[src/include/icache_macros.svh]
/* Cache geometry. Ways, sets and words per line must be powers of two.
   The LFSR seed must be non-zero. */
`ifndef ICACHE_MACROS_SVH
`define ICACHE_MACROS_SVH

`define ICACHE_WAYS       4
`define ICACHE_SETS       16
`define ICACHE_WORDS      4
`define ICACHE_ADDR_W     32
`define ICACHE_LFSR_SEED  7'h5b

// Derived field widths and positions
`define ICACHE_WAY_W      $clog2(`ICACHE_WAYS)
`define ICACHE_INDEX_W    $clog2(`ICACHE_SETS)
`define ICACHE_OFFSET_W   $clog2(`ICACHE_WORDS)
`define ICACHE_INDEX_LSB  (2 + `ICACHE_OFFSET_W)
`define ICACHE_TAG_LSB    (`ICACHE_INDEX_LSB + `ICACHE_INDEX_W)
`define ICACHE_TAG_W      (`ICACHE_ADDR_W - `ICACHE_TAG_LSB)

`endif

[src/hw/icache_pkg.sv]
/* Shared cache types. Byte address splits into
   tag | index | word offset | 2 byte bits. */
`include "icache_macros.svh"

package icache_pkg;

  typedef logic [`ICACHE_ADDR_W-1:0]   paddr_t;
  typedef logic [31:0]                 word_t;
  typedef logic [`ICACHE_INDEX_W-1:0]  index_t;
  typedef logic [`ICACHE_OFFSET_W-1:0] offset_t;
  typedef logic [`ICACHE_TAG_W-1:0]    tag_t;
  typedef logic [`ICACHE_WAY_W-1:0]    way_idx_t;
  typedef logic [`ICACHE_WAYS-1:0]     way_mask_t;

  typedef enum logic [2:0] {
    idle,
    lookup,
    refill,
    respond,
    fence
  } ctrl_state_t;

endpackage

[src/hw/icache_refill.sv]
/* Line refill over Wishbone classic, one read cycle per word.
   cyc/stb drop for one cycle between words. line_addr must hold
   steady until done. */
`timescale 1ns/1ps
`include "icache_macros.svh"

module icache_refill (
  input  logic                clk,
  input  logic                rst,
  input  logic                start,
  input  icache_pkg::paddr_t   line_addr,
  input  icache_pkg::word_t    wb_dat_i,
  input  logic                wb_ack,
  output logic                wb_cyc,
  output logic                wb_stb,
  output icache_pkg::paddr_t   wb_adr,
  output logic                word_we,
  output icache_pkg::offset_t  word_offset,
  output icache_pkg::word_t    word_data,
  output logic                done
);
  import icache_pkg::*;

  logic    busy_q;
  logic    req_q;
  logic    done_q;
  offset_t cnt_q;
  logic    last;

  assign last = (cnt_q == offset_t'(`ICACHE_WORDS - 1));

  always_ff @(posedge clk) begin
    if (rst) begin
      busy_q <= 1'b0;
      req_q  <= 1'b0;
      done_q <= 1'b0;
      cnt_q  <= '0;
    end else begin
      done_q <= 1'b0;
      if (start) begin
        busy_q <= 1'b1;
        req_q  <= 1'b1;
        cnt_q  <= '0;
      end else if (req_q && wb_ack) begin
        req_q <= 1'b0;
        cnt_q <= cnt_q + 1'b1;
        if (last) begin
          busy_q <= 1'b0;
          done_q <= 1'b1;
        end
      end else if (busy_q && !req_q) begin
        // Next word after the idle gap
        req_q <= 1'b1;
      end
    end
  end

  assign wb_cyc      = req_q;
  assign wb_stb      = req_q;
  assign wb_adr      = {line_addr[`ICACHE_ADDR_W-1:`ICACHE_INDEX_LSB], cnt_q, 2'b00};
  assign word_we     = req_q & wb_ack;
  assign word_offset = cnt_q;
  assign word_data   = wb_dat_i;
  assign done        = done_q;

endmodule

[config.mk]
export PLATFORM = sky130hd
export DESIGN_NAME = icache_refill
export DESIGN_NICKNAME = d
export VERILOG_FILES = /design/src/hw/icache_pkg.sv /design/src/hw/icache_refill.sv
export VERILOG_INCLUDE_DIRS = /design/src /design/src/include
export SDC_FILE = /design/constraint.sdc
export NUM_CORES = 1
export LEC_CHECK = 0
export BUFFER_PORTS_ARGS = -buffer_cell sky130_fd_sc_hd__buf_2
export CAP_MARGIN = 30
export CORE_MARGIN = 8
export CORE_UTILIZATION = 26
export DETAILED_ROUTE_END_ITERATION = 8
export GPL_TIMING_DRIVEN = 0
export PLACE_DENSITY = 0.87
export SETUP_SLACK_MARGIN = 0.5
export SKIP_CTS_REPAIR_TIMING = 1
export SLEW_MARGIN = 0
export SYNTH_ARGS = -nofsm -noshare
export SYNTH_HDL_FRONTEND = slang
export SYNTH_SLANG_ARGS = --single-unit
[constraint.sdc]
create_clock -name clk -period 2.4 [get_ports clk]
set_clock_uncertainty 0.05 [all_clocks]
set_input_delay 0.24 -clock clk [delete_from_list [all_inputs] [get_ports clk]]
set_output_delay 0.24 -clock clk [all_outputs]
set_load 0.02 [all_outputs]
==> out/results.txt <==
outcome -> finished, final reports clean
post-synthesis sequential area ratio -> 0.147
clock slew seen by the registers of the worst setup and hold paths -> 0.04 ns
Fmax -> 801 MHz
Cell Chain, Critical Path -> nand2_2 -> inv_1 -> buf_2
CTS tree -> built
largest net degree at the start of global routing -> 6
CP endpoint kind -> primary output
WHS -> 0.172 ns
core box area -> 2480 µm²
vias in the first global route -> 767
routed wire length -> 2.41 mm
max_cap viols -> 0
first-pass GRT wire length -> 3.24 mm
Async S/R FF share, synth -> 0
Mapped Avg Cell Area -> 8.01 µm²
worst-skew pair later-pin latency -> 0.24 ns
die width -> 67.2 µm
final core occ -> 0.445
post-route insts no fill -> 191
WL/cell -> 12.6 µm
Critical Path Fanout Max -> 5
vias per std cell -> 3.67
Die H -> 67.2 µm
Final GP Congestion -> 0.743
Post-DRT Antenna Nets -> 0
H-tree level count -> 1
fin. max-slew vios -> 0
drt first pass iters -> 4
most frequent cell after synthesis -> buf_4
routed vias -> 701
Yosys cell types -> 14
Syn. warnings -> 0
fin crit share -> 0.520
fraction of layout cells with a size suffix above 1 -> 0.876
number of buffers created by CTS -> 3
final net count -> 231
gr ovfl total -> 0
area grow syn2layout -> 62.1%
Detailed Route Iter0 Violations -> 18
clk buf depth -> 2
drt drc -> 0
VDD IR-drop max -> 0.187 mV
Pwr per Cell Area -> 373 nW/µm²
number of flops mapped to enable cells by yosys -> 0
Final Hold Fails -> 0
GRT Overall Usage -> 0.0903
largest stage delay on the critical path -> 0.39 ns
Pwr Total -> 0.412 mW
dpl cells -> 187
top_reg_cell synth -> dfxtp_1
Finish-stage setup viols -> 0
Syn Inst Count -> 85
min-delay worst type -> in2reg
initial antenna violation count -> 0
dpl hpwl -> 2.29 mm
count of state elements after synthesis -> 5
post-route cell area -> 1100 µm²
area leader, netlist -> buf_4
Die ar. -> 4510 µm²
final worst path period need -> 1.25 ns
# IOs -> 138
Syn Std Cell Area -> 681 µm²
startpoint types -> flop
number of port buffers -> 71
critical path's slowest cell -> dfxtp_1
CP Data Arrival Time -> 0.96 ns
critical path type -> reg2out
RSZ-0062 raised after global routing -> false
clk sinks -> 5
Static Leak -> 0.717 nW
Synth area leaders -> buf_4 72%, dfxtp_1 15%, ha_1 1.8%, a21oi_1 1.5%, mux2i_1 1.5%
Synth top area share -> 0.717
worst slack at placement -> 1.40 ns
Placed Area -> 1080 µm²
diodes inserted -> 0
num rows -> 18
setup TNS -> 0 ns
Root Driver -> clkbuf_4
Starting Density -> 0.275
final worst slack -> 1.15 ns
Synth top cells by count -> 65 x buf_4, 5 x dfxtp_1, 2 x a21oi_1, 2 x inv_1, 2 x nor3_1
CP Data Required Time -> 2.11 ns
## sequential cells by signal, indices dropped and copies added, names as in the netlist
register,flops
busy_q,1
wb_cyc,1
done,1
word_offset,2
## cells by family (layout without fill, tap and decap cells)
kind of cell             after synthesis  count (layout)  synth area share
AO/OA/AOI/OAI                          3               3            0.0221
XOR/XNOR                               1               1            0.0129
adder cells (fa/ha/maj)                1               1            0.0184
buffers and inverters                 67             142             0.728
flip-flops                             5               5             0.147
multiplexers                           1               1            0.0147
other                                  1               2           0.00551
AND/OR/NAND/NOR                        6               6            0.0515
## layout make-up
cell class,count,area (µm²)
clock buffers,4,26.3
well taps,30,37.5
plain buffers,65,488
repair buffers,71,355
inverters,2,7.51
multi-input cells,14,88.8
flip-flops and latches,5,100
fillers,276,1370
## cells in the final DEF (no fill, tap or decap), drive strengths merged
master and n:
o21ai 1, nand3 1, inv 2, conb 2, ha 1, a21oi 2
mux2i 1, xor2 1, dfxtp 5, buf 136, nor3 3, nor2 1
nand2 1, clkbuf 4
## worst paths after layout
path         slack, ns           start  cells after the start      end
min reg2reg       0.42          busy_q                      2   busy_q
min               0.17             rst                      2   wb_cyc
max               1.15          wb_cyc                      3  word_we
max reg2reg       1.41  word_offset[0]                      4   busy_q
## critical path: cells and delay by family, from the launching register on
kind          cells  cell delay [ns]
flops             1             0.39
buf+inv           2             0.21
simple gates      1             0.11
## metal layers
| layer | part of all wire | GRT usage | vias to the layer above |
|---|---|---|---|
| li1 | - | - | 345 |
| met2 | 0.53 | 0.170 | 71 |
| met4 | 0.020 | 0.0548 | 0 |
| met5 | 0 | 0 | - |
| met1 | 0.29 | 0.0758 | 281 |
| met3 | 0.16 | 0.0414 | 4 |
## where the power goes
| group | internal [mW] | switching, mW | total [mW] |
|---|---|---|---|
| Sequential | 0.0867 | 0.00296 | 0.0897 |
| Clock | 0.0628 | 0.0339 | 0.0967 |
| Combinational | 0.108 | 0.117 | 0.225 |
| Total | 0.258 | 0.154 | 0.412 |
No activity file was read; power rests on OpenSTA's default activity.
