## config.mk

```make
export PLATFORM = sky130hd
export DESIGN_NAME = icache_way_ram
export DESIGN_NICKNAME = d
export VERILOG_FILES = /design/src/hw/icache_pkg.sv /design/src/hw/icache_way_ram.sv
export VERILOG_INCLUDE_DIRS = /design/src /design/src/include
export SDC_FILE = /design/constraint.sdc
export NUM_CORES = 2
export LEC_CHECK = 0
export BUFFER_PORTS_ARGS = -buffer_cell sky130_fd_sc_hd__buf_4
export CAP_MARGIN = 0
export CORE_MARGIN = 2
export CORE_UTILIZATION = 56
export DETAILED_ROUTE_END_ITERATION = 8
export MAX_ROUTING_LAYER = met4
export PLACE_DENSITY = 0.87
export SLEW_MARGIN = 30
export SYNTH_ARGS = -nofsm -noshare
export SYNTH_HDL_FRONTEND = slang
export SYNTH_SLANG_ARGS = --single-unit
```

## constraint.sdc

```tcl
create_clock -name clk -period 4.1 [get_ports clk]
set_clock_uncertainty 0.05 [all_clocks]
set_input_delay 0.82 -clock clk [delete_from_list [all_inputs] [get_ports clk]]
set_output_delay 0.82 -clock clk [all_outputs]
set_load 0.005 [all_outputs]
```

## src/include/icache_macros.svh

```systemverilog
/* Cache geometry. Ways, sets and words per line must be powers of two.
   The LFSR seed must be non-zero. */
`ifndef ICACHE_MACROS_SVH
`define ICACHE_MACROS_SVH

`define ICACHE_WAYS       4
`define ICACHE_SETS       16
`define ICACHE_WORDS      4
`define ICACHE_ADDR_W     32
`define ICACHE_LFSR_SEED  7'h5b

// Derived field widths and positions
`define ICACHE_WAY_W      $clog2(`ICACHE_WAYS)
`define ICACHE_INDEX_W    $clog2(`ICACHE_SETS)
`define ICACHE_OFFSET_W   $clog2(`ICACHE_WORDS)
`define ICACHE_INDEX_LSB  (2 + `ICACHE_OFFSET_W)
`define ICACHE_TAG_LSB    (`ICACHE_INDEX_LSB + `ICACHE_INDEX_W)
`define ICACHE_TAG_W      (`ICACHE_ADDR_W - `ICACHE_TAG_LSB)

`endif

```

## src/hw/icache_pkg.sv

```systemverilog
/* Shared cache types. Byte address splits into
   tag | index | word offset | 2 byte bits. */
`include "icache_macros.svh"

package icache_pkg;

  typedef logic [`ICACHE_ADDR_W-1:0]   paddr_t;
  typedef logic [31:0]                 word_t;
  typedef logic [`ICACHE_INDEX_W-1:0]  index_t;
  typedef logic [`ICACHE_OFFSET_W-1:0] offset_t;
  typedef logic [`ICACHE_TAG_W-1:0]    tag_t;
  typedef logic [`ICACHE_WAY_W-1:0]    way_idx_t;
  typedef logic [`ICACHE_WAYS-1:0]     way_mask_t;

  typedef enum logic [2:0] {
    idle,
    lookup,
    refill,
    respond,
    fence
  } ctrl_state_t;

endpackage

```

## src/hw/icache_way_ram.sv

```systemverilog
/* One cache way. All reads are synchronous and return old data on a
   same-cycle write. Tag and data arrays power up undefined. */
`timescale 1ns/1ps
`include "icache_macros.svh"

module icache_way_ram (
  input  logic               clk,
  input  logic               rst,
  input  icache_pkg::index_t  index,
  input  icache_pkg::offset_t offset,
  input  logic               tag_we,
  input  logic               valid_in,
  input  icache_pkg::tag_t    tag_in,
  input  logic               word_we,
  input  icache_pkg::word_t   word_in,
  output logic               valid_out,
  output icache_pkg::tag_t    tag_out,
  output icache_pkg::word_t   word_out
);
  import icache_pkg::*;

  // Valid bits live in flops so a fence can clear a set per cycle
  logic [`ICACHE_SETS-1:0] valid_q;
  tag_t                    tag_mem  [`ICACHE_SETS];
  word_t                   data_mem [`ICACHE_SETS*`ICACHE_WORDS];

  always_ff @(posedge clk) begin
    if (tag_we) begin
      tag_mem[index] <= tag_in;
      valid_q[index] <= valid_in;
    end
    if (word_we) begin
      data_mem[{index, offset}] <= word_in;
    end
    tag_out  <= tag_mem[index];
    word_out <= data_mem[{index, offset}];
  end

  always_ff @(posedge clk) begin
    if (rst) begin
      valid_out <= 1'b0;
    end else begin
      valid_out <= valid_q[index];
    end
  end

endmodule

```

==> flow_summary.yaml <==
detailed_routing:
  dr_total_vias: 50100
  drt_iter0_markers: 10300
  ant_nets: 0
  wl_per_cell_um: 40.5
  vias_per_cell: 7.40
  routed_wl_um: 274000
  drt-pass1-iter-count: 9
  drc_errors: 0
logic_synthesis:
  synth_cells: 4015
  synth_area_per_cell_um2: 23.4
  syn_nets: 4082
  syn_area_mm2: 0.0940
  synthDistinctLibCells: 44
  yosysSeqAreaShare: 0.794
  ys.flop_type: "edfxtp_1"
  yosys_warnings: 0
  synth_edf_count: 2448
  synth-seq-cells: 2505
  async_flop_share: 0
clocking:
  cts-root-buf: "clkbuf_16"
  post-cts-setup-buffers: 0
  cts.path.max_buffers: 3
  numCtsBuffers: 214
  worst_skew_pair.late_latency_ns: 0.87
  clock-sinks: 2505
  cts-resized-gates: 0
  cts_hold_buf: 0
  clkTransAtPathRegs_ns: 0.07
  htreeDepth: 4
  tritoncts: "done"
floorplan:
  die_x_um: 414
  core_mm2: 0.167
  die_area_mm2: 0.171
  io_pins: 124
  start_util: 0.563
  std_cell_rows: 150
  die-height_um: 414
sta:
  fin_crit_sh: 0.840
  fmax_mhz: 290
  rsz0062_at_grt: "no"
  final_hold_viol_count: 0
  period_needed_ns: 3.44
  whs_ns: 0.0892
  slew_violations: 0
  timing.setup.tns_ns: 0
  tightest_slew_ns: 1.00
  slew_headroom: 0.332
  setup_violations: 0
layout:
  drive_gt1_frac: 0.289
  regArea_mm2: 0.0747
  mostFrequentLayoutCell: "edfxtp_1"
  final_cell_mix: "edfxtp_1 (2448), mux4_2 (545), buf_4 (281)"
  fill_cells: 9527
  multi_input_area_mm2: 0.0187
  syn2layout_area_growth_pct: 13.3
  final_nets: 4413
worst_hold_path:
  hp-class: "in -> reg"
  min_path_cells: 2
setup_path:
  rr_worst_depth: 5
  worstPathArrival_ns: 4.10
  startpoint: "offset[0]"
  worstSetupPathType: "in -> reg"
  endpoint: "word_out[10]$_DFF_P_"
  cp_max_fo: 46
  rr_startpoint: "data_mem[39][24]$_DFFE_PP_"
  r2r_end: "word_out[24]$_DFF_P_"
  endpoint_kind: "register"
  regToRegSetupSlack_ns: 1.37
  worst_setup_path_start_kind: "input port"
  required_ns: 4.75
global_routing:
  grt_start_max_net_pins: 74
  first_global_vias: 50100
  grt_usage: 0.330
  antenna_found_initial: 30
  grt_first_pass_wirelength_um: 383000
  overflow: 0
run:
  max_cap_violations: 0
power_and_ir_drop:
  power.density_mw_per_mm2: 488
  leakage_nw: 33.5
  irDropWorstVdd_uv: 528
placement:
  place.gp.congestion: 0.844
  hpwlAfterDp_um: 137000
  numPortBuffers: 123
outcome:
  status: "finished, final reports clean"
[where the power goes]
| group | switching [mW] | internal, mW |
|---|---|---|
| clock | 9.69 | 11.1 |
| sequential | 0.179 | 28.4 |
| combinational | 1.65 | 0.970 |
| total | 11.5 | 40.5 |
[worst min-delay path by stage]
stage	from	to	slack, ns
6_report	rst	valid_out$_SDFF_PP0_	0.09
5_1_grt	rst	valid_out$_SDFF_PP0_	0.09
4_1_cts	rst	valid_out$_SDFF_PP0_	0.06
3_5_place_dp	data_mem[46][27]$_DFFE_PP_	word_out[27]$_DFF_P_	0.66
3_3_place_gp	data_mem[22][31]$_DFFE_PP_	word_out[31]$_DFF_P_	0.64
2_1_floorplan	data_mem[0][11]$_DFFE_PP_	word_out[11]$_DFF_P_	0.61
[cells by family (layout without fill, tap and decap cells)]
kind of cell,after synthesis,in the layout,synth area share
flip-flops,2505,2505,0.794
AO/OA/AOI/OAI,350,350,0.0294
buffers and inverters,233,752,0.0137
multiplexers,761,761,0.154
other,0,31,0
AND/OR/NAND/NOR,166,166,0.00961
[routing by layer]
layer | vias up | wire length [um] | share of wire | global-route usage
li1 | 18000 | - | - | -
met1 | 25100 | 82100 | 0.30 | 0.399
met2 | 5679 | 132000 | 0.48 | 0.509
met3 | 1290 | 40500 | 0.15 | 0.0856
met4 | 0 | 19200 | 0.070 | 0.187
met5 | - | 0 | 0 | -
[final cells by class]
cell class	instances	area share
antenna	31	0.000728
clock buffer	287	0.0551
clock inverter	117	0.0104
inverter	4	0.000164
multi-input combinational	1277	0.175
sequential	2505	0.701
tap	2204	0.0259
timing repair buffer	344	0.0315
[through the flow]
stage	power, mW	utilization	setup WS [ns]	cells	instance area (um^2)
final	52.0	0.638	0.655	6769	107000
after global routing	52.7	0.638	0.581	6762	107000
after CTS	51.8	0.637	0.754	6737	106000
after detailed placement	31.5	0.595	-0.0735	6333	99500
after global placement	31.4	0.595	-0.183	6331	99400
after floorplan	30.3	-	0.0917	4015	94000
[critical path: stages]
cell,delay [ns]
buf_8,0.39
buf_12,0.39
buf_4,0.73
mux4_2,0.60
o21ai_0,0.75
nand4b_1,0.20
[flip-flops by register name (all words and copies together), names as in the netlist]
| signal | count |
|---|---|
| data_mem | 2048 |
| tag_mem | 384 |
| tag_out | 24 |
| valid_out | 1 |
| valid_q | 16 |
| word_out | 32 |
[Yosys cell counts, drive strengths merged, types with 31 or more instances]
| cell | number | share of area |
|---|---|---|
| edfxtp | 2448 | 0.78 |
| mux4 | 545 | 0.13 |
| mux2i | 216 | 0.023 |
| buf | 124 | 0.0093 |
| clkbuf | 105 | 0.0042 |
| a22oi | 92 | 0.0073 |
| a221oi | 91 | 0.0095 |
| nor2 | 80 | 0.0032 |
| o21ai | 63 | 0.0034 |
| dfxtp | 57 | 0.012 |
| a22o | 32 | 0.0030 |
| nand4b | 31 | 0.0029 |
| o211ai | 31 | 0.0025 |
Note: power is estimated with default switching activity, not from simulation.
