`config.mk`:
```
export PLATFORM = sky130hd
export DESIGN_NAME = icache_ctrl
export DESIGN_NICKNAME = d
export VERILOG_FILES = /design/src/hw/icache_pkg.sv /design/src/hw/icache_ctrl.sv
export VERILOG_INCLUDE_DIRS = /design/src /design/src/include
export SDC_FILE = /design/constraint.sdc
export NUM_CORES = 1
export LEC_CHECK = 0
export ABC_CLOCK_PERIOD_IN_PS = 8109
export BUFFER_PORTS_ARGS = -buffer_cell sky130_fd_sc_hd__buf_2
export CELL_PAD_IN_SITES_DETAIL_PLACEMENT = 0
export CELL_PAD_IN_SITES_GLOBAL_PLACEMENT = 1
export CORE_AREA = 4 4 156 158
export DETAILED_ROUTE_END_ITERATION = 10
export DIE_AREA = 0 0 160 162
export PLACE_DENSITY = 0.7
export SETUP_SLACK_MARGIN = 0.2
export SLEW_MARGIN = 40
export SYNTH_ARGS = -nofsm -noshare
export SYNTH_HDL_FRONTEND = slang
export SYNTH_SLANG_ARGS = --single-unit
```
`constraint.sdc`:
```
create_clock -name clk -period 8.11 [get_ports clk]
set_clock_uncertainty 0.2 [all_clocks]
set_input_delay 0.4055 -clock clk [delete_from_list [all_inputs] [get_ports clk]]
set_output_delay 0.4055 -clock clk [all_outputs]
set_load 0.01 [all_outputs]
```
`src/include/icache_macros.svh`:
```
/* Cache geometry. Ways, sets and words per line must be powers of two.
   The LFSR seed must be non-zero. */
`ifndef ICACHE_MACROS_SVH
`define ICACHE_MACROS_SVH

`define ICACHE_WAYS       4
`define ICACHE_SETS       16
`define ICACHE_WORDS      4
`define ICACHE_ADDR_W     32
`define ICACHE_LFSR_SEED  7'h5b

// Derived field widths and positions
`define ICACHE_WAY_W      $clog2(`ICACHE_WAYS)
`define ICACHE_INDEX_W    $clog2(`ICACHE_SETS)
`define ICACHE_OFFSET_W   $clog2(`ICACHE_WORDS)
`define ICACHE_INDEX_LSB  (2 + `ICACHE_OFFSET_W)
`define ICACHE_TAG_LSB    (`ICACHE_INDEX_LSB + `ICACHE_INDEX_W)
`define ICACHE_TAG_W      (`ICACHE_ADDR_W - `ICACHE_TAG_LSB)

`endif

```
`src/hw/icache_pkg.sv`:
```
/* Shared cache types. Byte address splits into
   tag | index | word offset | 2 byte bits. */
`include "icache_macros.svh"

package icache_pkg;

  typedef logic [`ICACHE_ADDR_W-1:0]   paddr_t;
  typedef logic [31:0]                 word_t;
  typedef logic [`ICACHE_INDEX_W-1:0]  index_t;
  typedef logic [`ICACHE_OFFSET_W-1:0] offset_t;
  typedef logic [`ICACHE_TAG_W-1:0]    tag_t;
  typedef logic [`ICACHE_WAY_W-1:0]    way_idx_t;
  typedef logic [`ICACHE_WAYS-1:0]     way_mask_t;

  typedef enum logic [2:0] {
    idle,
    lookup,
    refill,
    respond,
    fence
  } ctrl_state_t;

endpackage

```
`src/hw/icache_ctrl.sv`:
```
/* Blocking cache control, one fetch in flight. A hit answers two cycles
   after acceptance. After reset the valid bits are walked clear before
   the first fetch is taken. */
`timescale 1ns/1ps
`include "icache_macros.svh"

module icache_ctrl (
  input  logic                                    clk,
  input  logic                                    rst,
  input  logic                                    fetch_valid,
  input  icache_pkg::paddr_t                       fetch_addr,
  input  logic                                    fence_valid,
  input  icache_pkg::way_mask_t                    way_valid,
  input  icache_pkg::tag_t  [`ICACHE_WAYS-1:0]      way_tag,
  input  icache_pkg::word_t [`ICACHE_WAYS-1:0]      way_word,
  input  icache_pkg::way_idx_t                     victim,
  input  logic                                    refill_word_we,
  input  icache_pkg::offset_t                      refill_offset,
  input  icache_pkg::word_t                        refill_data,
  input  logic                                    refill_done,
  output logic                                    fetch_ready,
  output logic                                    fence_ready,
  output logic                                    fence_done,
  output logic                                    resp_valid,
  output icache_pkg::word_t                        resp_data,
  output logic                                    resp_hit,
  output icache_pkg::index_t                       ram_index,
  output icache_pkg::offset_t                      ram_offset,
  output icache_pkg::way_mask_t                    tag_we,
  output icache_pkg::way_mask_t                    word_we,
  output logic                                    valid_in,
  output icache_pkg::tag_t                         tag_in,
  output logic                                    refill_start,
  output icache_pkg::paddr_t                       refill_line_addr,
  output logic                                    victim_step
);
  import icache_pkg::*;

  ctrl_state_t state_q;
  paddr_t      req_addr_q;
  logic        rd_q;
  index_t      fence_idx_q;
  logic        init_q;
  logic        fence_done_q;
  way_idx_t    victim_q;
  word_t       resp_word_q;

  tag_t        req_tag;
  index_t      req_index;
  offset_t     req_offset;
  way_mask_t   hit_mask;
  word_t       hit_word;
  logic        lookup_hit;
  logic        lookup_miss;

  assign req_tag    = req_addr_q[`ICACHE_TAG_LSB +: `ICACHE_TAG_W];
  assign req_index  = req_addr_q[`ICACHE_INDEX_LSB +: `ICACHE_INDEX_W];
  assign req_offset = req_addr_q[2 +: `ICACHE_OFFSET_W];

  // ====================
  // Tag compare
  always_comb begin
    hit_word = '0;
    for (int i = 0; i < `ICACHE_WAYS; i++) begin
      hit_mask[i] = way_valid[i] && (way_tag[i] == req_tag);
      if (hit_mask[i]) begin
        hit_word = hit_word | way_word[i];
      end
    end
  end

  // RAM outputs are valid on the second lookup cycle
  assign lookup_hit  = (state_q == lookup) && rd_q && (|hit_mask);
  assign lookup_miss = (state_q == lookup) && rd_q && !(|hit_mask);

  // ====================
  // State machine
  always_ff @(posedge clk) begin
    if (rst) begin
      state_q      <= fence;
      rd_q         <= 1'b0;
      fence_idx_q  <= '0;
      init_q       <= 1'b1;
      fence_done_q <= 1'b0;
      victim_q     <= '0;
    end else begin
      fence_done_q <= 1'b0;
      case (state_q)
        idle: begin
          if (fence_valid) begin
            state_q     <= fence;
            fence_idx_q <= '0;
          end else if (fetch_valid) begin
            state_q <= lookup;
            rd_q    <= 1'b0;
          end
        end
        lookup: begin
          if (!rd_q) begin
            rd_q <= 1'b1;
          end else if (|hit_mask) begin
            state_q <= idle;
          end else begin
            state_q  <= refill;
            victim_q <= victim;
          end
        end
        refill: begin
          if (refill_done) begin
            state_q <= respond;
          end
        end
        respond: state_q <= idle;
        fence: begin
          fence_idx_q <= fence_idx_q + 1'b1;
          if (fence_idx_q == index_t'(`ICACHE_SETS - 1)) begin
            state_q      <= idle;
            // Only a requested fence reports back
            fence_done_q <= !init_q;
            init_q       <= 1'b0;
          end
        end
        default: state_q <= idle;
      endcase
    end
  end

  always_ff @(posedge clk) begin
    if (fetch_ready && fetch_valid) begin
      req_addr_q <= fetch_addr;
    end
    if (state_q == refill && refill_word_we && refill_offset == req_offset) begin
      resp_word_q <= refill_data;
    end
  end

  // ====================
  // Outputs and RAM control
  assign fence_ready = (state_q == idle);
  assign fetch_ready = (state_q == idle) && !fence_valid;
  assign fence_done  = fence_done_q;

  assign resp_valid = lookup_hit || (state_q == respond);
  assign resp_hit   = lookup_hit;
  assign resp_data  = (state_q == respond) ? resp_word_q : hit_word;

  assign refill_start     = lookup_miss;
  assign victim_step      = lookup_miss;
  assign refill_line_addr = {req_addr_q[`ICACHE_ADDR_W-1:`ICACHE_INDEX_LSB],
                             {`ICACHE_INDEX_LSB{1'b0}}};

  assign ram_index  = (state_q == fence) ? fence_idx_q : req_index;
  assign ram_offset = (state_q == refill) ? refill_offset : req_offset;
  assign valid_in   = (state_q != fence);
  assign tag_in     = req_tag;

  always_comb begin
    tag_we  = '0;
    word_we = '0;
    if (state_q == fence) begin
      tag_we = '1;
    end else if (state_q == refill) begin
      if (refill_done) begin
        tag_we = way_mask_t'(1) << victim_q;
      end
      if (refill_word_we) begin
        word_we = way_mask_t'(1) << victim_q;
      end
    end
  end

endmodule

```
==> flow_summary.json <==
{
  "tightestPinTransition_ns": 0.6554,
  "cts_htree_levels": 3,
  "synth_seq_cells": 74,
  "io_buffers": 405,
  "run_status": "finished, final reports clean",
  "die_x_um": 160,
  "die_y_um": 162,
  "detail_route.wirelength.met1_mm": 9.985,
  "final_core_util_pct": 32.47,
  "post_cts.repair.setup_buffers": 0,
  "post_drt_via_cell_ratio": 4.754,
  "critPathMaxStageDelay_ns": 0.63,
  "cts_num_sinks": 74,
  "global_route.usage.total_pct": 18.38,
  "syn-mean-instance-area_um2": 9.542,
  "cts_repair_resize_count": 0,
  "cts_tree": "yes",
  "critical_path.top_delay_family": "simple AND/OR/NAND/NOR gates",
  "worst_ep_required_time_ns": 7.50,
  "worst-setup-path-type": "flip-flop to primary output",
  "first_global_vias": 5630,
  "hold-path-cell-count": 1,
  "ctsRootBufferMaster": "clkbuf_16",
  "rsz0062_at_grt": "no",
  "drtIter0Drc": 396,
  "maxSlewViolCount": 0,
  "mostFrequentLayoutCell": "buf_2",
  "critPathCaptureType": "primary output",
  "clockBufferDepth": 2,
  "rows": 56,
  "crit_path_top_delay_cell": "or4_1",
  "maximum_clock_frequency_ghz": 0.2447,
  "final_cycle_utilization_of_the_critical_path_pct": 50.39,
  "tns_setup_ns": 0,
  "place_hpwl_mm": 20.74,
  "max_slew_headroom_at_the_worst_pin_pct": 55.18,
  "design_power_total_mw": 0.9442,
  "place_congestion": 0.8555,
  "timing.critical_path.from_type": "flip-flop",
  "highest_layer": "met5",
  "final_antenna_net_count": 0,
  "num_antenna_cells": 0,
  "cp_cell_sequence": "xnor2_1 -> nand4_1 -> or4_1 -> nor4_4 -> buf_4 -> a22oi_1 -> a31oi_1 -> buf_2",
  "wire_per_inst_um": 21.15,
  "path_max_fanout": 33,
  "synth_edf_count": 62,
  "ys_dominant_reg_cell": "edfxtp_1",
  "dr.pass1.iters": 5,
  "reg2reg_depth": 8,
  "synth.distinct_cells": 38,
  "critical_path_depth": 8,
  "report.final.hold_viol_count": 0,
  "placed_cell_area_um2": 7221,
  "num_vias": 5643,
  "cts_hold_buffers": 0,
  "fp.dieArea_um2": 25920,
  "pin_count": 412,
  "vdd.ir_drop.worst_mv": 0.09126,
  "yosysWarningCount": 0,
  "mappedNetlistArea_um2": 5391,
  "clkTransAtPathRegs_ns": 0.07,
  "synth_sequential_area_ratio_pct": 38.99,
  "core_area_um2": 23120,
  "worst-path-buf-inv": 2,
  "fin_worst_hold_slack_ns": 0.03376,
  "most-common-layout-cells": "buf_2, xnor2_1, a22oi_1, edfxtp_1, nor2_1",
  "finalNetCount": 1195,
  "antenna_found_initial": 3,
  "grt.overflow.total": 0,
  "syn_to_final_growth_pct": 39.27,
  "drc": 0,
  "maxCapViolCount": 0,
  "p_per_area_nw_per_um2": 125.8,
  "cts_made_buffers": 9,
  "finalInstanceArea_um2": 7508,
  "post_route_cells_drive_above_1_share_pct": 48.61,
  "synth_async_sr_flop_share_pct": 0,
  "detailroute.wirelength.met2_mm": 12.33,
  "timing.hold.worst.class": "input pin to flip-flop",
  "clkLatencyLatePin_ns": 0.34,
  "syn_inst": 565,
  "grt_start_max_net_pins": 66,
  "detail_route.wirelength_mm": 25.11,
  "crit_arrival_ns": 3.48,
  "power_leakage_nw": 3.199,
  "total_met3_wirelength_after_detailed_routing_mm": 2.178,
  "grt_pass1_wl_mm": 35.54,
  "layout_min_cycle_time_ns": 4.086,
  "start_util_pct": 23.32,
  "setup_viol_count_final": 0
}
[state kept, by name (all words and copies together) (netlist names)]
register	count
resp_word_q	32
req_addr_q	30
fence_idx_q	4
victim_q	2
state_q	3
fence_done	1
rd_q	1
init_q	1
[final timing paths]
| path | from | slack, ns | to |
|---|---|---|---|
| setup / recovery | req_addr_q[25]$_DFFE_PP_ | 4.02 | resp_data[23] |
| hold reg to reg | init_q$_SDFFE_PP1P_ | 0.22 | fence_done$_SDFF_PP0_ |
| setup reg to reg | req_addr_q[25]$_DFFE_PP_ | 4.85 | victim_q[0]$_SDFFE_PP0P_ |
| hold / removal | fetch_addr[30] | 0.03 | req_addr_q[30]$_DFFE_PP_ |
[per-layer routing]
| metal | up-vias | global-route usage, % |
|---|---|---|
| met5 | - | 0 |
| met4 | 4 | 5.514 |
| met3 | 25 | 5.481 |
| met2 | 310 | 32.06 |
| met1 | 2630 | 21.92 |
| li1 | 2674 | - |
[stage by stage]
step / worst slack (ns) / std cells
after floorplan: 4.232 / 568
after CTS: 3.968 / 1187
after global routing: 3.863 / 1187
after detailed placement: 4.375 / 1171
final: 4.024 / 1187
after global placement: 4.345 / 1171
[worst register-to-register path, delay by kind of cell (launching register included)]
kind,cells,cell delay (ns)
xor gates and xnor gates,1,0.42
and+or+nand+nor,5,1.47
buffers and inverters,1,0.42
DFF,1,0.52
muxes,1,0.12
[Yosys cell counts, types with 12 or more instances]
library cell	number	share of area, %
a22oi_1	66	9.2
a31oi_1	32	3.7
buf_2	13	1.2
buf_4	64	8.9
clkbuf_1	21	1.5
dfxtp_1	12	4.5
edfxtp_1	62	35
nand2_1	28	1.9
nand3_1	12	1.1
nand4_1	36	4.2
nor2_1	50	3.5
xnor2_1	88	14
[power by group]
group	internal, mW	leakage (nW)	total, mW	switching, mW
combinational	0.0723	2.40	0.128	0.0557
sequential	0.412	0.654	0.414	0.00145
clock	0.227	0.145	0.402	0.175
[cell type report]
cell class | count | area, um^2
clock buffer | 11 | 254.0
clock inverter | 5 | 33.78
fill | 2488 | 15610
inverter | 2 | 7.507
multi-input combinational | 393 | 2669
sequential | 74 | 2102
tap | 290 | 362.8
timing repair buffer | 412 | 2079
[cell families (layout without fill, tap and decap cells)]
kind of cell | count (synthesis) | count (layout) | synth area share [%]
other | 1 | 4 | 0.06955
buffers and inverters | 101 | 430 | 11.81
flip-flops | 74 | 74 | 38.99
multiplexers | 4 | 4 | 0.7890
AND/OR/NAND/NOR | 171 | 171 | 17.50
AO/OA/AOI/OAI | 115 | 115 | 14.69
adder cells (fa/ha/maj) | 1 | 1 | 0.2320
XOR/XNOR | 98 | 98 | 15.92
Power figures use the tool's default switching activity.
