File: config.mk
export PLATFORM = sky130hd
export DESIGN_NAME = icache_victim_select
export DESIGN_NICKNAME = d
export VERILOG_FILES = /design/src/hw/icache_pkg.sv /design/src/hw/icache_victim_select.sv
export VERILOG_INCLUDE_DIRS = /design/src /design/src/include
export SDC_FILE = /design/constraint.sdc
export NUM_CORES = 1
export LEC_CHECK = 0
export ABC_AREA = 1
export BUFFER_PORTS_ARGS = -buffer_cell sky130_fd_sc_hd__buf_2
export CORE_AREA = 3 3 40 42
export DETAILED_ROUTE_END_ITERATION = 8
export DIE_AREA = 0 0 43 45
export PLACE_DENSITY = 0.52
export SETUP_SLACK_MARGIN = 0.05
export SLEW_MARGIN = 25
export SYNTH_ARGS = -nofsm -noshare
export SYNTH_HDL_FRONTEND = slang
export SYNTH_SLANG_ARGS = --single-unit
File: constraint.sdc
create_clock -name clk -period 1.1 [get_ports clk]
set_input_delay 0.165 -clock clk [delete_from_list [all_inputs] [get_ports clk]]
set_output_delay 0.165 -clock clk [all_outputs]
set_load 0.03 [all_outputs]
File: src/include/icache_macros.svh
/* Cache geometry. Ways, sets and words per line must be powers of two.
   The LFSR seed must be non-zero. */
`ifndef ICACHE_MACROS_SVH
`define ICACHE_MACROS_SVH

`define ICACHE_WAYS       4
`define ICACHE_SETS       16
`define ICACHE_WORDS      4
`define ICACHE_ADDR_W     32
`define ICACHE_LFSR_SEED  7'h5b

// Derived field widths and positions
`define ICACHE_WAY_W      $clog2(`ICACHE_WAYS)
`define ICACHE_INDEX_W    $clog2(`ICACHE_SETS)
`define ICACHE_OFFSET_W   $clog2(`ICACHE_WORDS)
`define ICACHE_INDEX_LSB  (2 + `ICACHE_OFFSET_W)
`define ICACHE_TAG_LSB    (`ICACHE_INDEX_LSB + `ICACHE_INDEX_W)
`define ICACHE_TAG_W      (`ICACHE_ADDR_W - `ICACHE_TAG_LSB)

`endif

File: src/hw/icache_pkg.sv
/* Shared cache types. Byte address splits into
   tag | index | word offset | 2 byte bits. */
`include "icache_macros.svh"

package icache_pkg;

  typedef logic [`ICACHE_ADDR_W-1:0]   paddr_t;
  typedef logic [31:0]                 word_t;
  typedef logic [`ICACHE_INDEX_W-1:0]  index_t;
  typedef logic [`ICACHE_OFFSET_W-1:0] offset_t;
  typedef logic [`ICACHE_TAG_W-1:0]    tag_t;
  typedef logic [`ICACHE_WAY_W-1:0]    way_idx_t;
  typedef logic [`ICACHE_WAYS-1:0]     way_mask_t;

  typedef enum logic [2:0] {
    idle,
    lookup,
    refill,
    respond,
    fence
  } ctrl_state_t;

endpackage

File: src/hw/icache_victim_select.sv
/* Replacement choice. Lowest invalid way wins, else the LFSR low bits.
   The LFSR only moves on step, once per miss. */
`timescale 1ns/1ps
`include "icache_macros.svh"

module icache_victim_select (
  input  logic                 clk,
  input  logic                 rst,
  input  icache_pkg::way_mask_t valid_mask,
  input  logic                 step,
  output icache_pkg::way_idx_t  victim
);
  import icache_pkg::*;

  logic [6:0] lfsr_q;
  logic       lfsr_fb;

  // Taps 6 and 5 give a maximal length sequence
  assign lfsr_fb = lfsr_q[6] ^ lfsr_q[5];

  always_ff @(posedge clk) begin
    if (rst) begin
      lfsr_q <= `ICACHE_LFSR_SEED;
    end else if (step) begin
      lfsr_q <= {lfsr_q[5:0], lfsr_fb};
    end
  end

  // Scan from the top so the lowest invalid way is the last to land
  always_comb begin
    victim = lfsr_q[`ICACHE_WAY_W-1:0];
    for (int i = `ICACHE_WAYS - 1; i >= 0; i--) begin
      if (!valid_mask[i]) begin
        victim = way_idx_t'(i);
      end
    end
  end

endmodule

==> impl_metrics.csv, run 1 <==
group,metric,value,unit
setup_path,path_max_fanout,2,
setup_path,cp-start-kind,"register",
clock_tree,cts-root-buf,"clkbuf_4",
final_layout,largest_reg_flops,7,
synthesis,synth_area_leaders,"dfxtp_1 (47%), nand2_1 (15%), inv_1 (7.6%)",
run,drv_cap,0,
timing,finalCritPeriodShare,1.03,
floorplan,initial_core_util,0.230,
setup_path,rrSetupSlack,0.38,ns
placement,portBuffers,8,
synthesis,synth_compound_area_frac,0.157,
setup_path,crit_path_end_kind,"primary output",
synthesis,synthDominantCellAreaShare,0.475,
setup_path,r2r-end,"lfsr_q[0]$_SDFFE_PP1P_",
timing,worst_slack,-0.0370,ns
synthesis,synthSimpleGateAreaFrac,0.280,
timing,fmax,0.879,GHz
final_layout,syn2layout_area_growth,40.3,%
synthesis,post_synth_xor_area_fraction,0,
route,via_per_inst,3.77,
route,vias,264,
route,drc_errors,0,
placement,hpwl,405,um
synthesis,async_reset_ff_frac,0,
clock_tree,clk_latency,0.25,ns
synthesis,synth_top_family_by_area,"simple AND/OR/NAND/NOR gates",
synthesis,synth_nets,48,
timing,fin_crit,1.14,ns
synthesis,synth_warnings,0,
clock_tree,cts_inserted_buffers,3,
final_layout,top_register,"lfsr_q",
final_layout,drive_gt1_frac,0.364,
synthesis,syn_inst,41,
grt,grt_max_degree,9,
setup_path,critPathRequiredTime,0.94,ns
timing,finalHoldViolations,0,
placement,gp_congestion,0.667,
min_path,hold_depth,3,
synthesis,synth_area_per_cell,7.20,um2
final_layout,nets,63,
synthesis,synthAdderAreaFrac,0,
route,antenna_left,0,
clock_tree,clk_pin_slew_worst_paths,0.05,ns
setup_path,crit_arrival,0.97,ns
grt,grt_pass1_wl,862,um
final_layout,top_regs,"lfsr_q (7)",
synthesis,yosys.area.top_type,"dfxtp_1",
floorplan,num_rows,13,
clock_tree,numClockSinks,7,
synthesis,synthFlopType,"dfxtp_1",
timing,rsz0062_at_grt,"yes",
synthesis,netlist_area,295,um2
synthesis,synth.ff_latch_count,7,
route,dr.pass1.iters,2,
timing,worst_slew_margin_rel,0.895,
synthesis,synth_commonest_cells,"nand2_1 (12), dfxtp_1 (7), inv_1 (6), nor2_1 (4)",
timing,drv_slew,0,
clock_tree,htree_levels,1,
final_layout,antenna-diode-count,0,
setup_path,r2r-start,"lfsr_q[0]$_SDFFE_PP1P_",
setup_path,crit_start,"lfsr_q[0]$_SDFFE_PP1P_",
route,wl_per_cell,7.41,um
grt,grt_usage,0.0643,
final_layout,post-route-util,0.322,
power,power_leakage,0.217,nW
synthesis,synth.area.mux_share,0,
power,fin_total_pwr,0.608,mW
floorplan,core,0.00128,mm2
clock_tree,cts_hold_buf,0,
timing,clock_skew,0.000878,ns
floorplan,io_pins,9,
synthesis,synth_cell_types,11,
power,vdd_ir_drop_max,0.548,mV
min_path,min_to,"lfsr_q[0]$_SDFFE_PP1P_",
floorplan,dieArea,0.00194,mm2
floorplan,chipHeight,45,um
clock_tree,cts_tree,"built",
outcome,violations,"setup timing",
route,drt_iter0_drc,2,
synthesis,yosysMostFrequentCell,"nand2_1",
synthesis,yosysSeqAreaShare,0.475,
timing,worst_slew_pin_slew,0.158,ns
grt,antenna_found_initial,0,
outcome,run_status,"finished with violations",
setup_path,reg2regPathDepth,3,
floorplan,die_x,43,um
timing,setup_violations,2,
synthesis,synth_edf_count,0,
setup_path,path_class,"register to primary output",
clock_tree,cts_buffer_depth,2,
min_path,hold_class,"primary input to register",
grt,grt_pass1_vias,221,
final_layout,nFillCells,144,
min_path,hp-start,"rst",
grt,grt_overflow,0,
route,wirelength,519,um
power,cellPowerDensity,1470,mW/mm2
[per-stage QoR]
stage | TNS, ns | setup WS, ns | instances | area, um2 | hold slack [ns]
global placement | 0 | 0.145 | 64 | 358 | 0.392
floorplan | 0 | 0.129 | 41 | 299 | 0.252
detailed placement | 0 | 0.135 | 64 | 358 | 0.394
finish | -0.0521 | -0.0370 | 70 | 414 | 0.137
global route | -0.185 | -0.0930 | 70 | 414 | 0.146
CTS | -0.102 | -0.0697 | 70 | 414 | 0.136
[critical path, stage by stage, from the launching register on]
cell	delay, ns
dfxtp_2	0.33
inv_2	0.03
nand2_1	0.04
nand2_1	0.06
a21oi_2	0.12
buf_6	0.14
[worst max-delay path by stage]
stage,to,slack [ns],cells past startpoint
3_3_place_gp,victim[0],0.15,5
4_1_cts,victim[0],-0.07,5
3_5_place_dp,victim[0],0.13,5
6_report,victim[0],-0.04,5
2_1_floorplan,victim[0],0.13,4
5_1_grt,victim[0],-0.09,5
[layer usage]
metal | global-route usage | share of wire | wire (um)
met1 | 0.0852 | 0.52 | 268
met2 | 0.0689 | 0.39 | 203
met3 | 0.0637 | 0.091 | 47
met4 | 0.0181 | 0 | 0
met5 | 0 | 0 | 0
[final cells by class]
class	instances	area [um2]	share of cell area
multi-input combinational	27	133	0.320
inverter	7	26.3	0.0634
sequential	7	143	0.344
clock buffer	4	26.3	0.0634
tap	15	18.8	0.0453
timing repair buffer	10	67.6	0.163
[what timing repair did]
action,4_1_cts,5_1_grt
pin swaps,2,2
setup buffers,2,0
setup endpoints to repair,2,2
cloned,0,0
gates resized for setup,7,0
[power by group]
| part | internal (mW) | switching, mW |
|---|---|---|
| Combinational | 0.0436 | 0.0504 |
| Sequential | 0.275 | 0.0111 |
| Clock | 0.138 | 0.0893 |
| Total | 0.457 | 0.151 |
[cell usage in the layout, fill, tap and decap left out, drive strengths merged]
cell type	instances
o211ai	1
o21ai	3
buf	10
nor2	4
nand3b	1
a21oi	3
nand3	3
clkbuf	4
nand2	12
dfxtp	7
inv	7
[logic make-up (layout without fill, tap and decap cells)]
family | count (synthesis) | after routing
compound gates | 7 | 7
flops | 7 | 7
buf+inv | 7 | 21
simple gates | 20 | 20
(Power assumes the default switching activity.)
==> inputs of run 2 (changes only) <==
Settings changed: BUFFER_PORTS_ARGS -buffer_cell sky130_fd_sc_hd__buf_2 to -buffer_cell sky130_fd_sc_hd__buf_4.
==> run 2 against run 1 <==
Against the previous run:
- the flow still finishes with violations (setup timing)
- flip-flop and latch count did not move
- critical path depth did not move
- first-iteration DRC count unchanged
==> impl_metrics.csv, run 2 (synthesized netlist as in run 1, its figures left out) <==
group,metric,value,unit
outcome,run_status,"finished with violations",
outcome,violations,"setup timing",
placement,gp_congestion,0.669,
grt,grt_pass1_vias,239,
grt,grt_pass1_wl,938,um
floorplan,die_x,43,um
setup_path,reg2regPathDepth,3,
final_layout,drive_gt1_frac,0.364,
power,power_leakage,0.222,nW
final_layout,final_common_cell,"nand2_1",
floorplan,io_pins,9,
setup_path,crit_slowest_cell,"dfxtp_2",
setup_path,crit_top_cell,"nand2_1",
route,drt_iter0_drc,2,
timing,worst_slew_pin_slew,0.150,ns
timing,final.setup.tns,-0.0900,ns
clock_tree,cts_buffer_depth,2,
final_layout,fin_area,429,um2
setup_path,crit_family,"flip-flops",
timing,worst_slack,-0.0609,ns
clock_tree,cts-root-buf,"clkbuf_4",
clock_tree,cts_tree,"built",
setup_path,max_stage_delay,0.33,ns
final_layout,nets,63,
route,antenna_left,0,
placement,portBuffers,8,
final_layout,final_cell_mix,"nand2_1 (12), buf_4 (8), inv_1 (5), dfxtp_1 (5), nor2_1 (4)",
grt,antenna_found_initial,0,
clock_tree,clk_latency,0.25,ns
min_path,hold_class,"primary input to register",
timing,drv_slew,0,
timing,setup_violations,2,
power,vdd_ir_drop_max,0.559,mV
route,drc_errors,0,
min_path,hold_depth,3,
final_layout,top_register,"lfsr_q",
final_layout,syn2layout_area_growth,45.3,%
clock_tree,clk_pin_slew_worst_paths,0.06,ns
route,via_per_inst,3.99,
route,vias,279,
setup_path,cp_num_buf_inv,2,
floorplan,num_rows,13,
placement,place_area,378,um2
run,drv_cap,0,
setup_path,path_class,"register to primary output",
setup_path,cp.depth,5,
timing,rsz0062_at_grt,"yes",
timing,fmax,0.861,GHz
clock_tree,cts_inserted_buffers,3,
route,wirelength,596,um
final_layout,antenna-diode-count,0,
setup_path,path_max_fanout,2,
timing,finalHoldViolations,0,
placement,hpwl,413,um
clock_tree,htree_levels,1,
timing,clock_skew,0.00831,ns
setup_path,crit_path_end_kind,"primary output",
floorplan,dieArea,0.00194,mm2
clock_tree,numClockSinks,7,
grt,grt_max_degree,9,
final_layout,post-route-util,0.334,
setup_path,critPathRequiredTime,0.94,ns
final_layout,top_regs,"lfsr_q (7)",
setup_path,cp-start-kind,"register",
route,wl_per_cell,8.51,um
floorplan,initial_core_util,0.230,
route,dr.pass1.iters,4,
grt,grt_usage,0.0710,
setup_path,cp_cell_sequence,"inv_2 > nand2_1 > nand2_1 > a21oi_2 > buf_6",
placement,dpl_worst_slack,0.153,ns
grt,grt_overflow,0,
final_layout,largest_reg_flops,7,
timing,worst_slew_margin_rel,0.900,
floorplan,core,0.00128,mm2
timing,finalCritPeriodShare,1.06,
power,cellPowerDensity,1450,mW/mm2
floorplan,chipHeight,45,um
timing,timing.hold.ws,0.110,ns
timing,fin_crit,1.16,ns
setup_path,crit_arrival,1.00,ns
-- run 2: cell count changes in the layout (fill, tap and decap cells not counted) --
cell   before  now
buf_2       6    0
buf_4       2    8
-- run 2: layer usage --
| layer | vias up | part of all wire | global-route usage |
|---|---|---|---|
| li1 | 155 | - | - |
| met1 | 117 | 0.49 | 0.0898 |
| met2 | 7 | 0.42 | 0.0808 |
| met3 | 0 | 0.091 | 0.0598 |
| met4 | 0 | 0 | 0.0361 |
| met5 | - | 0 | 0 |
-- run 2: where the power goes --
part / leakage, nW / internal, mW / switching, mW
clock network: 0.0150 / 0.139 / 0.0956
registers: 0.0578 / 0.275 / 0.0117
logic: 0.149 / 0.0496 / 0.0511
total: 0.222 / 0.463 / 0.158
-- run 2: final timing paths --
| kind | startpoint | to | slack, ns |
|---|---|---|---|
| hold / removal | rst | lfsr_q[0]$_SDFFE_PP1P_ | 0.11 |
| setup reg to reg | lfsr_q[0]$_SDFFE_PP1P_ | lfsr_q[0]$_SDFFE_PP1P_ | 0.38 |
| setup / recovery | lfsr_q[0]$_SDFFE_PP1P_ | victim[0] | -0.06 |
| hold reg to reg | lfsr_q[3]$_SDFFE_PP1P_ | lfsr_q[3]$_SDFFE_PP1P_ | 0.45 |
-- run 2: timing repair --
action | in CTS | in global routing
setup buffers | 1 | 1
resized for setup | 5 | 0
setup endpoints to repair | 2 | 2
pin swaps | 1 | 2
hold buffers | 0 | 0
-- run 2: tightest hold or removal path, stage by stage --
cell	delay [ns]
buf_4	0.09
a21oi_2	0.03
nand2_1	0.05
-- run 2: per-stage QoR --
step / total power, mW / cells
floorplan: 0.341 / 41
global placement: 0.378 / 64
detailed placement: 0.379 / 64
CTS: 0.627 / 69
global route: 0.672 / 70
finish: 0.622 / 70
-- run 2: cell type report --
class                   instances  area (um2)
inverters                       7        26.3
repair buffers                 10        82.6
multi-input cells              27         133
fillers                       152         856
well taps                      15        18.8
flip-flops and latches          7         143
clock buffers                   4        26.3
==> inputs of run 3 (changes only) <==
Settings changed: CORE_AREA 3 3 40 42 to 2 2 39 41, DIE_AREA 0 0 43 45 to 0 0 41 43.
==> run 3 against run 2 <==
Against the previous run:
- the run still ends with setup timing left
- die area shrank 8.9%
- critical path depth is the same
- utilization shrank 2.3 points
- routed wire length shrank 1.8%
- combinational power is essentially flat
- clock-buffer cell count is the same
- clock power is essentially flat
- critical path type unchanged
- largest cell class unchanged
==> impl_metrics.csv, run 3 (synthesized netlist as in run 1, its figures left out) <==
group,metric,value,unit
grt,grt_pass1_wl,1.11,mm
grt,grt_usage,0.0949,
placement,place_area,379,um2
power,p_int,0.462,mW
timing,fmax,0.846,GHz
route,antenna_left,0,
setup_path,rrSetupSlack,0.38,ns
grt,met2_usage,0.119,
floorplan,initial_core_util,0.213,
floorplan,num_rows,14,
timing,rsz0062_at_grt,"yes",
setup_path,path_class,"register to primary output",
outcome,violations,"setup timing",
grt,grt_use_met3,0.0157,
setup_path,crit_start,"lfsr_q[0]$_SDFFE_PP1P_",
setup_path,r2r-end,"lfsr_q[0]$_SDFFE_PP1P_",
final_layout,top_register,"lfsr_q",
power,power_leakage,0.219,nW
setup_path,reg2regPathDepth,3,
setup_path,crit_arrival,1.02,ns
clock_tree,cts_hold_buf,0,
final_layout,nets,63,
grt,grt_pass1_vias,285,
outcome,run_status,"finished with violations",
final_layout,final_common_cell,"nand2_1",
route,drc_errors,0,
final_layout,largest_reg_flops,7,
clock_tree,clk_pin_slew_worst_paths,0.05,ns
route,dr.pass1.iters,1,
final_layout,drive_gt1_frac,0.382,
power,clockPowerShare,0.374,
power,combPwrFrac,0.164,
grt,grt_overflow,0,
power,vdd_ir_drop_max,0.560,mV
grt,antenna_found_initial,0,
route,wl_per_cell,8.24,um
timing,fin_crit,1.18,ns
power,fin_total_pwr,0.618,mW
clock_tree,cts-root-buf,"clkbuf_4",
floorplan,io_pins,9,
placement,portBuffers,8,
power,p_sw_frac,0.252,
clock_tree,cts_buffer_depth,2,
floorplan,dieArea,0.00176,mm2
final_layout,top_regs,"lfsr_q (7)",
clock_tree,htree_levels,1,
timing,drv_slew,0,
final_layout,nFillCells,166,
setup_path,cp-start-kind,"register",
setup_path,cp_cell_sequence,"inv_2 > nand2_1 > nand2_1 > a21oi_2 > buf_6",
power,cellPowerDensity,1440,mW/mm2
timing,setup_violations,2,
setup_path,worstSetupEndpoint,"victim[0]",
setup_path,crit_path_end_kind,"primary output",
route,via_per_inst,3.96,
setup_path,crit_family,"flip-flops",
setup_path,path_max_fanout,2,
setup_path,cp.depth,5,
final_layout,antenna-diode-count,0,
setup_path,max_stage_delay,0.33,ns
final_layout,post-route-util,0.311,
clock_tree,cts_tree,"built",
final_layout,final_cell_mix,"nand2_1 (12), buf_4 (8), dfxtp_1 (5)",
timing,timing.hold.ws,0.122,ns
floorplan,die_x,41,um
grt,met1_usage,0.134,
min_path,hp-start,"rst",
clock_tree,clk_latency,0.25,ns
run,drv_cap,0,
power,pwr-share-seq,0.462,
setup_path,r2r-start,"lfsr_q[0]$_SDFFE_PP1P_",
floorplan,core,0.00138,mm2
timing,worst_slew_pin_slew,0.148,ns
min_path,hold_class,"primary input to register",
route,drt_iter0_drc,0,
setup_path,crit_top_cell,"nand2_1",
clock_tree,numClockSinks,7,
floorplan,chipHeight,43,um
final_layout,syn2layout_area_growth,45.8,%
timing,finalCritPeriodShare,1.07,
setup_path,crit_slowest_cell,"dfxtp_2",
power,p_sw,0.156,mW
final_layout,fin_area,430,um2
timing,worst_slew_margin_rel,0.900,
setup_path,cp_num_buf_inv,2,
route,wirelength,585,um
placement,gp_congestion,0.679,
route,vias,281,
timing,clock_skew,0.00263,ns
timing,worst_slack,-0.0821,ns
placement,hpwl,407,um
timing,finalHoldViolations,0,
grt,top_usage_layer,"met1",
grt,grt_max_degree,9,
clock_tree,cts_inserted_buffers,3,
setup_path,critPathRequiredTime,0.94,ns
## run 3: cell count changes in the layout (fill, tap and decap cells not counted)
cell   delta
inv_1     -1
inv_2     +1
## run 3: timing repair
| item | in CTS | in global routing |
|---|---|---|
| setup buffers | 2 | 0 |
| endpoints found under the setup margin | 2 | 2 |
| resized for setup | 5 | 1 |
| pin swaps | 0 | 2 |
## run 3: cell type report
class,count,area (um2),share of cell area
Clock buffer,4,26.3,0.0610
Inverter,7,26.3,0.0610
Multi-Input combinational cell,27,133,0.308
Sequential cell,7,143,0.331
Tap cell,16,20.0,0.0465
Timing Repair Buffer,10,82.6,0.192
## run 3: metal layers
layer	vias to the layer above	wire length, um
li1	157	-
met1	121	255
met2	3	314
met3	0	15
met4	0	0
met5	-	0
## run 3: worst min-delay path by stage
stage	endpoint	depth (start not counted)
after floorplan	lfsr_q[0]$_SDFFE_PP1P_	2
after global placement	lfsr_q[0]$_SDFFE_PP1P_	3
after detailed placement	lfsr_q[0]$_SDFFE_PP1P_	3
after CTS	lfsr_q[0]$_SDFFE_PP1P_	3
after global routing	lfsr_q[0]$_SDFFE_PP1P_	3
final	lfsr_q[0]$_SDFFE_PP1P_	3
## run 3: through the flow
stage | instances | worst slack (ns) | TNS, ns
after floorplan | 41 | 0.129 | 0
after global placement | 65 | 0.157 | 0
after detailed placement | 65 | 0.160 | 0
after CTS | 71 | -0.0624 | -0.0863
after global routing | 71 | -0.158 | -0.246
final | 71 | -0.0821 | -0.116
## run 3: power groups by stage
stage | sequential [mW] | combinational, mW | clock, mW
after CTS | 0.286 | 0.101 | 0.245
final | 0.286 | 0.101 | 0.231
after global routing | 0.288 | 0.114 | 0.271
after detailed placement | 0.291 | 0.0884 | 0
after global placement | 0.290 | 0.0880 | 0
after floorplan | 0.288 | 0.0528 | 0
## run 3: worst register-to-register path, delay by kind of cell (launching register included)
family,cells,cell delay (ns)
DFF,1,0.32
buffers and inverters,1,0.13
AOI/OAI and AO/OA,1,0.11
and+or+nand+nor,1,0.05
